`src/rv_pkg.sv`:
```
`default_nettype none

package rv_pkg;

    localparam int xlen       = 32;
    localparam int reg_addr_w = 5;

    // Major opcodes handled by the core
    typedef enum logic [6:0] {
        opc_lui    = 7'b0110111,
        opc_auipc  = 7'b0010111,
        opc_jal    = 7'b1101111,
        opc_jalr   = 7'b1100111,
        opc_branch = 7'b1100011,
        opc_load   = 7'b0000011,
        opc_store  = 7'b0100011,
        opc_op_imm = 7'b0010011
    } opcode_e;

    typedef enum logic [3:0] {
        alu_and    = 4'b0000,
        alu_or     = 4'b0001,
        alu_add    = 4'b0010,
        alu_sltu   = 4'b0011,
        alu_slt    = 4'b0100,
        alu_pass_b = 4'b0101,
        alu_sll    = 4'b0110,
        alu_srl    = 4'b0111,
        alu_xor    = 4'b1001,
        alu_sra    = 4'b1011
    } alu_op_e;

    typedef enum logic [2:0] {
        imm_i = 3'd1,
        imm_s = 3'd2,
        imm_b = 3'd3,
        imm_u = 3'd4,
        imm_j = 3'd5
    } imm_sel_e;

    typedef enum logic [1:0] {
        wb_mem = 2'd0,
        wb_alu = 2'd1,
        wb_pc4 = 2'd2
    } wb_sel_e;

    typedef struct packed {
        logic     a_sel;
        logic     b_sel;
        alu_op_e  alu_op;
        logic     mem_wr;
        logic     reg_wen;
        imm_sel_e imm_sel;
        logic     br_un;
        wb_sel_e  wb_sel;
    } ctl_t;

    // One entry per retired instruction
    typedef struct packed {
        logic                  valid;
        logic [xlen-1:0]       pc;
        logic                  reg_wen;
        logic [reg_addr_w-1:0] rd;
        logic [xlen-1:0]       wb_data;
    } retire_t;

endpackage

`default_nettype wire
```
`src/rv_core.sv`:
```
`timescale 1ns/1ps
`default_nettype none

module rv_core (
    input  wire logic                    clk,
    input  wire logic                    rst_n,
    output logic [rv_pkg::xlen-1:0]      imem_addr,
    input  wire logic [rv_pkg::xlen-1:0] imem_data,
    output logic [rv_pkg::xlen-1:0]      dmem_addr,
    output logic [rv_pkg::xlen-1:0]      dmem_wdata,
    output logic                         dmem_we,
    input  wire logic [rv_pkg::xlen-1:0] dmem_rdata,
    output rv_pkg::retire_t              retire
);

    logic [rv_pkg::xlen-1:0] pc;
    logic [rv_pkg::xlen-1:0] pc_plus4;
    logic [rv_pkg::xlen-1:0] pc_next;
    rv_pkg::ctl_t            ctl;
    logic                    pc_sel;
    logic [rv_pkg::xlen-1:0] imm;
    logic [rv_pkg::xlen-1:0] rs1_data;
    logic [rv_pkg::xlen-1:0] rs2_data;
    logic [rv_pkg::xlen-1:0] alu_result;
    logic                    br_eq;
    logic                    br_lt;
    logic [rv_pkg::xlen-1:0] wb_data;
    logic                    reg_wen;

    instr_ctl u_instr_ctl (
        .instruction (imem_data),
        .br_eq       (br_eq),
        .br_lt       (br_lt),
        .ctl         (ctl),
        .pc_sel      (pc_sel)
    );

    imm_gen u_imm_gen (
        .instruction (imem_data),
        .imm_sel     (ctl.imm_sel),
        .imm         (imm)
    );

    reg_file u_reg_file (
        .clk      (clk),
        .rst_n    (rst_n),
        .rs1_addr (imem_data[19:15]),
        .rs2_addr (imem_data[24:20]),
        .rd_addr  (imem_data[11:7]),
        .wen      (reg_wen),
        .rd_data  (wb_data),
        .rs1_data (rs1_data),
        .rs2_data (rs2_data)
    );

    exec_unit u_exec_unit (
        .rs1_data   (rs1_data),
        .rs2_data   (rs2_data),
        .pc         (pc),
        .imm        (imm),
        .a_sel      (ctl.a_sel),
        .b_sel      (ctl.b_sel),
        .alu_op     (ctl.alu_op),
        .br_un      (ctl.br_un),
        .alu_result (alu_result),
        .br_eq      (br_eq),
        .br_lt      (br_lt)
    );

    assign pc_plus4 = pc + 32'd4;
    // Jump and branch targets come out of the ALU, forced word aligned
    assign pc_next  = pc_sel ? {alu_result[31:2], 2'b00} : pc_plus4;

    always_ff @(posedge clk or negedge rst_n) begin
        if (!rst_n) begin
            pc <= '0;
        end else begin
            pc <= pc_next;
        end
    end

    always_comb begin
        case (ctl.wb_sel)
            rv_pkg::wb_mem: wb_data = dmem_rdata;
            rv_pkg::wb_alu: wb_data = alu_result;
            rv_pkg::wb_pc4: wb_data = pc_plus4;
            default:        wb_data = '0;
        endcase
    end

    assign reg_wen    = ctl.reg_wen & rst_n;
    assign imem_addr  = pc;
    assign dmem_addr  = {alu_result[31:2], 2'b00};
    assign dmem_wdata = rs2_data;
    assign dmem_we    = ctl.mem_wr & rst_n;

    assign retire.valid   = rst_n;
    assign retire.pc      = pc;
    assign retire.reg_wen = reg_wen;
    assign retire.rd      = imem_data[11:7];
    assign retire.wb_data = wb_data;

    assert property (@(posedge clk) disable iff (!rst_n) pc[1:0] == 2'b00)
        else $error("rv_core: PC not word aligned");

endmodule

`default_nettype wire

```
`src/exec_unit.sv`:
```
`timescale 1ns/1ps
`default_nettype none

module exec_unit (
    input  wire logic [rv_pkg::xlen-1:0] rs1_data,
    input  wire logic [rv_pkg::xlen-1:0] rs2_data,
    input  wire logic [rv_pkg::xlen-1:0] pc,
    input  wire logic [rv_pkg::xlen-1:0] imm,
    input  wire logic                    a_sel,
    input  wire logic                    b_sel,
    input  wire rv_pkg::alu_op_e         alu_op,
    input  wire logic                    br_un,
    output logic [rv_pkg::xlen-1:0]      alu_result,
    output logic                         br_eq,
    output logic                         br_lt
);

    logic [rv_pkg::xlen-1:0] op_a;
    logic [rv_pkg::xlen-1:0] op_b;
    logic [4:0]              shamt;

    assign op_a  = a_sel ? pc : rs1_data;
    assign op_b  = b_sel ? imm : rs2_data;
    assign shamt = op_b[4:0];

    always_comb begin
        case (alu_op)
            rv_pkg::alu_add:    alu_result = op_a + op_b;
            rv_pkg::alu_slt:    alu_result = {31'b0, $signed(op_a) < $signed(op_b)};
            rv_pkg::alu_sltu:   alu_result = {31'b0, op_a < op_b};
            rv_pkg::alu_xor:    alu_result = op_a ^ op_b;
            rv_pkg::alu_or:     alu_result = op_a | op_b;
            rv_pkg::alu_and:    alu_result = op_a & op_b;
            rv_pkg::alu_sll:    alu_result = op_a << shamt;
            rv_pkg::alu_srl:    alu_result = op_a >> shamt;
            rv_pkg::alu_sra:    alu_result = $unsigned($signed(op_a) >>> shamt);
            rv_pkg::alu_pass_b: alu_result = op_b;
            default:            alu_result = '0;
        endcase
    end

    // Branch comparator always looks at the register operands
    assign br_eq = (rs1_data == rs2_data);
    assign br_lt = br_un ? (rs1_data < rs2_data) : ($signed(rs1_data) < $signed(rs2_data));

endmodule

`default_nettype wire

```
`src/reg_file.sv`:
```
`timescale 1ns/1ps
`default_nettype none

module reg_file (
    input  wire logic                          clk,
    input  wire logic                          rst_n,
    input  wire logic [rv_pkg::reg_addr_w-1:0] rs1_addr,
    input  wire logic [rv_pkg::reg_addr_w-1:0] rs2_addr,
    input  wire logic [rv_pkg::reg_addr_w-1:0] rd_addr,
    input  wire logic                          wen,
    input  wire logic [rv_pkg::xlen-1:0]       rd_data,
    output logic [rv_pkg::xlen-1:0]            rs1_data,
    output logic [rv_pkg::xlen-1:0]            rs2_data
);

    // x0 has no storage
    logic [rv_pkg::xlen-1:0] regs [31:1];

    always_ff @(posedge clk or negedge rst_n) begin
        if (!rst_n) begin
            for (int i = 1; i < 32; i++) begin
                regs[i] <= '0;
            end
        end else if (wen && rd_addr != '0) begin
            regs[rd_addr] <= rd_data;
        end
    end

    assign rs1_data = (rs1_addr == '0) ? '0 : regs[rs1_addr];
    assign rs2_data = (rs2_addr == '0) ? '0 : regs[rs2_addr];

    assert property (@(posedge clk)
        ((rs1_addr == '0) |-> (rs1_data == '0)) and ((rs2_addr == '0) |-> (rs2_data == '0)))
        else $error("reg_file: x0 read back nonzero");

endmodule

`default_nettype wire

```
`src/imm_gen.sv`:
```
`timescale 1ns/1ps
`default_nettype none

module imm_gen (
    input  wire logic [31:0]      instruction,
    input  wire rv_pkg::imm_sel_e imm_sel,
    output logic [31:0]           imm
);

    logic sign;

    assign sign = instruction[31];

    always_comb begin
        case (imm_sel)
            rv_pkg::imm_i: imm = {{20{sign}}, instruction[31:20]};
            rv_pkg::imm_s: imm = {{20{sign}}, instruction[31:25], instruction[11:7]};
            rv_pkg::imm_b: begin
                imm = {{19{sign}}, sign, instruction[7], instruction[30:25],
                       instruction[11:8], 1'b0};
            end
            rv_pkg::imm_u: imm = {instruction[31:12], 12'b0};
            rv_pkg::imm_j: begin
                imm = {{11{sign}}, sign, instruction[19:12], instruction[20],
                       instruction[30:21], 1'b0};
            end
            default: imm = '0;
        endcase
    end

endmodule

`default_nettype wire

```
`src/instr_ctl.sv`:
```
`timescale 1ns/1ps
`default_nettype none

module instr_ctl (
    input  wire logic [31:0] instruction,
    input  wire logic        br_eq,
    input  wire logic        br_lt,
    output rv_pkg::ctl_t     ctl,
    output logic             pc_sel
);

    logic [6:0] opcode;
    logic [2:0] funct3;
    logic       funct7_b30;

    assign opcode     = instruction[6:0];
    assign funct3     = instruction[14:12];
    assign funct7_b30 = instruction[30];

    always_comb begin
        // Inactive word, also used for anything not decoded below
        ctl.a_sel   = 1'b0;
        ctl.b_sel   = 1'b1;
        ctl.alu_op  = rv_pkg::alu_add;
        ctl.mem_wr  = 1'b0;
        ctl.reg_wen = 1'b0;
        ctl.imm_sel = rv_pkg::imm_i;
        ctl.br_un   = 1'b0;
        ctl.wb_sel  = rv_pkg::wb_alu;
        case (opcode)
            rv_pkg::opc_lui: begin
                ctl.alu_op  = rv_pkg::alu_pass_b;
                ctl.imm_sel = rv_pkg::imm_u;
                ctl.reg_wen = 1'b1;
            end
            rv_pkg::opc_auipc: begin
                ctl.a_sel   = 1'b1;
                ctl.imm_sel = rv_pkg::imm_u;
                ctl.reg_wen = 1'b1;
            end
            rv_pkg::opc_jal: begin
                ctl.a_sel   = 1'b1;
                ctl.imm_sel = rv_pkg::imm_j;
                ctl.reg_wen = 1'b1;
                ctl.wb_sel  = rv_pkg::wb_pc4;
            end
            rv_pkg::opc_jalr: begin
                if (funct3 == 3'b000) begin
                    ctl.reg_wen = 1'b1;
                    ctl.wb_sel  = rv_pkg::wb_pc4;
                end
            end
            rv_pkg::opc_branch: begin
                // funct3 010 and 011 are not branches
                if (funct3[2:1] != 2'b01) begin
                    ctl.a_sel   = 1'b1;
                    ctl.imm_sel = rv_pkg::imm_b;
                    ctl.br_un   = funct3[1];
                end
            end
            rv_pkg::opc_load: begin
                if (funct3 == 3'b010) begin
                    ctl.reg_wen = 1'b1;
                    ctl.wb_sel  = rv_pkg::wb_mem;
                end
            end
            rv_pkg::opc_store: begin
                if (funct3 == 3'b010) begin
                    ctl.mem_wr  = 1'b1;
                    ctl.imm_sel = rv_pkg::imm_s;
                end
            end
            rv_pkg::opc_op_imm: begin
                ctl.reg_wen = 1'b1;
                case (funct3)
                    3'b000: ctl.alu_op = rv_pkg::alu_add;
                    3'b001: ctl.alu_op = rv_pkg::alu_sll;
                    3'b010: ctl.alu_op = rv_pkg::alu_slt;
                    3'b011: ctl.alu_op = rv_pkg::alu_sltu;
                    3'b100: ctl.alu_op = rv_pkg::alu_xor;
                    3'b101: ctl.alu_op = funct7_b30 ? rv_pkg::alu_sra : rv_pkg::alu_srl;
                    3'b110: ctl.alu_op = rv_pkg::alu_or;
                    default: ctl.alu_op = rv_pkg::alu_and;
                endcase
            end
            default: ;
        endcase
    end

    // Kept apart from the control word, the flags depend on br_un
    always_comb begin
        pc_sel = 1'b0;
        case (opcode)
            rv_pkg::opc_jal:  pc_sel = 1'b1;
            rv_pkg::opc_jalr: pc_sel = (funct3 == 3'b000);
            rv_pkg::opc_branch: begin
                case (funct3)
                    3'b000:         pc_sel = br_eq;
                    3'b001:         pc_sel = !br_eq;
                    3'b100, 3'b110: pc_sel = br_lt;
                    3'b101, 3'b111: pc_sel = !br_lt;
                    default:        pc_sel = 1'b0;
                endcase
            end
            default: ;
        endcase
    end

    always_comb begin
        assert (!(ctl.mem_wr && ctl.reg_wen))
            else $error("instr_ctl: store decoded with register write");
    end

endmodule

`default_nettype wire

```
`config.mk`:
```
export PLATFORM = sky130hd
export DESIGN_NAME = rv_core
export DESIGN_NICKNAME = d
export VERILOG_FILES = /design/src/rv_pkg.sv /design/src/rv_core.sv /design/src/exec_unit.sv /design/src/reg_file.sv /design/src/imm_gen.sv /design/src/instr_ctl.sv
export SDC_FILE = /design/constraint.sdc
export NUM_CORES = 2
export LEC_CHECK = 0
export ABC_AREA = 0
export BUFFER_PORTS_ARGS = -buffer_cell sky130_fd_sc_hd__buf_4
export CAP_MARGIN = 15
export CORE_MARGIN = 2
export CORE_UTILIZATION = 30
export CTS_CLUSTER_DIAMETER = 150
export DETAILED_ROUTE_END_ITERATION = 8
export PLACE_DENSITY = 0.43
export SLEW_MARGIN = 25
export SYNTH_ARGS = -nofsm -noshare
export SYNTH_HDL_FRONTEND = slang
export SYNTH_SLANG_ARGS = --single-unit
```
`constraint.sdc`:
```
create_clock -name clk -period 8.9 [get_ports clk]
set_input_delay 1.335 -clock clk [delete_from_list [all_inputs] [get_ports clk]]
set_output_delay 1.335 -clock clk [all_outputs]
set_load 0.02 [all_outputs]
```
==> metrics <==
cell type with the largest total area after synthesis=dfrtp_1; Final Critical Period=8.79 ns; Cell Area, Placed=0.0755 mm^2; Die Y=480 um; worst setup path end=retire[31]; Area Overhead vs Synth=17.3%; Yosys Warn Count=0; drc violations=0; Mapped Avg Cell Area=10.1 um^2; EDFF count, synth=0; worst reg2reg path depth=21; die width=480 um; total grt overflow=0; H-tree levels=4; I/O Buffers=227; initial antenna violation count=22; Final nets=7153; largest cells by area after synthesis=dfrtp_1 38%, mux4_2 13%, mux2i_1 5.4%; Final Cycle Share=0.988; Crit Path Category=in -> out; pwr dens=186 mW/mm^2; root buffer cell=clkbuf_16; global placer's final weighted congestion=1.01; via density per instance=6.11; Async SR Flop Fraction=1.00; FMAX=0.114 GHz; core region area=0.225 mm^2; setup slack after layout=0.108 ns; Initial Utilization=0.302; RR Endpoint=u_reg_file.regs[917]; Clock Latency Late Sink=0.81 ns; maximum vdd drop=154 uV; leakage=34.6 nW; largest net degree at the start of global routing=134; CP max FO=28; first-pass GRT wire length=507000 um; FF+latch count, synth=1022; Slew HR=0.230; most frequent cells in the layout=1022 x dfrtp_1, 840 x nor2_1, 717 x buf_4, 434 x nand2_1, 428 x a31oi_1; Clock Skew=0.0588 ns; vias in the first global route=59103; HP Class=in -> async; Design Power=14.8 mW; Mapped Cells=6753; Routed WL=370000 um; via count=61396; DP HPWL=262000 um; GRT Total Usage=0.314; worst reg2reg path startpoint=u_reg_file.regs[394]; Gates resized, CTS repair=0; Post-Place Cells=9815; Synth top area share=0.376; top sig layer=met5; fillers=22823; routed len/inst=36.8 um; routed wl met3=29900 um; Iter 0 DRT Violations=7378; CP endpoint kind=primary output; share of post-route cells with drive strength above 1=0.263; wl on met1=158000 um; Data required, critical path=7.57 ns; Max Buffers Root-to-Sink=3; synth unique cells=130; Max-Cap Viols=0; commonest non-fill, non-tap cell in the layout=dfrtp_1; Reg clk slew, reported paths=0.06 ns; clock sink count=1022; worst hold margin=0.375 ns; CTS Hold Bufs=0; Hold Vio Cnt, Final=0; die area=0.231 mm^2; post-CTS setup buffers=0; met2 wire len=159000 um; status=complete, no violations; row count=174; Finished Cell Area=0.0798 mm^2; drt pass-1 iters=8; Cell Area, Synth=0.0681 mm^2; Slew Limit Fails=0; pre-CTS setup slack=0.0144 ns; final setup violation count=0; Reg2Reg Setup Slack=2.68 ns; Post-Layout Cell Count=10050; sequential-to-total area share from yosys stat=0.376; Slew @ Worst Pin=1.15 ns; nature of the critical path startpoint=input port; ys flop type=dfrtp_1; Data arrival, critical path=7.46 ns; Ports=234; RSZ-0062 raised after global routing=false; total CTS buffers=130; CP Launch Point=imem_data[17]; Routed Antenna Nets=0; TritonCTS clock tree=yes
==> state kept, by name (all words and copies together), names as in the netlist <==
register,flops
u_reg_file.regs,992
imem_addr,30
==> cells in the mapped netlist (26+ instances only) <==
library cell  instances
nand2b_1             35
o21ai_1              36
ha_1                130
buf_1                49
clkbuf_1            349
mux2i_1             365
o221ai_1             29
o31ai_2              28
buf_6                47
nor2_1              878
o31ai_1              89
a22o_1               26
buf_2               164
xnor2_1              26
nand2_1             438
a221oi_1             53
dfrtp_1            1022
a22oi_1             136
and3_1               29
o21ai_0             274
nand4_1              26
buf_4                85
o211ai_1             40
a31oi_1             428
a211oi_1             36
mux2_2              210
a21oi_1             391
nor3_1               75
nand3_1             102
mux2_4               30
mux4_2              388
inv_1               162
o22ai_1              35
o21bai_1             27
==> cell families (layout without fill, tap and decap cells) <==
logic type                 count (synthesis)  after routing  synth area share
AOI/OAI and AO/OA                       1917           1917             0.191
xor gates and xnor gates                  42             42           0.00540
adders and majority gates                131            131            0.0242
buffers and inverters                    895           1186            0.0655
DFF                                     1022           1022             0.376
muxes                                    999            999             0.226
other                                      1             15         0.0000551
and+or+nand+nor                         1746           1746             0.112
==> cell type report <==
type / count / area, um^2 / area share
sequential: 1022 / 25600 / 0.320
inverter: 174 / 653 / 0.00818
tap: 2992 / 3740 / 0.0469
clock inverter: 37 / 449 / 0.00563
timing repair buffer: 787 / 6720 / 0.0842
clock buffer: 188 / 3810 / 0.0478
antenna: 9 / 22.5 / 0.000282
multi-input combinational: 4841 / 38900 / 0.487
==> stage by stage <==
step	setup TNS (ns)	util
finish	0	0.355
global placement	-0.0128	0.335
CTS	0	0.354
detailed placement	0	0.335
floorplan	0	-
global route	0	0.355
==> power breakdown <==
part	leakage, nW	total, mW	switching (mW)	internal [mW]
combinational	18.4	4.33	2.94	1.39
clock	2.09	5.34	2.26	3.08
sequential	14.1	5.17	0.334	4.84
total	34.6	14.8	5.53	9.31
==> layer usage <==
metal | GRT usage | vias to the layer above
met1 | 0.435 | 31901
li1 | - | 25739
met2 | 0.465 | 3140
met4 | 0.169 | 14
met5 | 0 | -
met3 | 0.0577 | 602
==> worst min-delay path by stage <==
stage | endpoint | cells after the start | startpoint
2_1_floorplan | u_reg_file.regs[209] | 2 | u_reg_file.regs[209]
3_3_place_gp | u_reg_file.regs[193] | 2 | u_reg_file.regs[193]
3_5_place_dp | u_reg_file.regs[422] | 2 | u_reg_file.regs[422]
4_1_cts | u_reg_file.regs[803] | 1 | rst_n
5_1_grt | u_reg_file.regs[803] | 1 | rst_n
6_report | u_reg_file.regs[803] | 1 | rst_n
==> critical path, cell delays in order <==
cell and delay (ns):
buf_4 0.44, nor2b_4 0.10, buf_12 0.22, buf_4 0.29, a22oi_1 0.27, nand3_1 0.21
and4bb_2 0.37, a21boi_0 0.59, ha_1 0.42, or3_1 0.42, nand3b_1 0.20, a21o_1 0.17
o211ai_1 0.10, a221o_1 0.34, o311a_1 0.28, o21ai_0 0.15, o311ai_1 0.55, buf_4 0.24
o31ai_4 0.08, buf_12 0.19, nand2_1 0.20, buf_4 0.19
No activity file was read; power rests on OpenSTA's default activity.
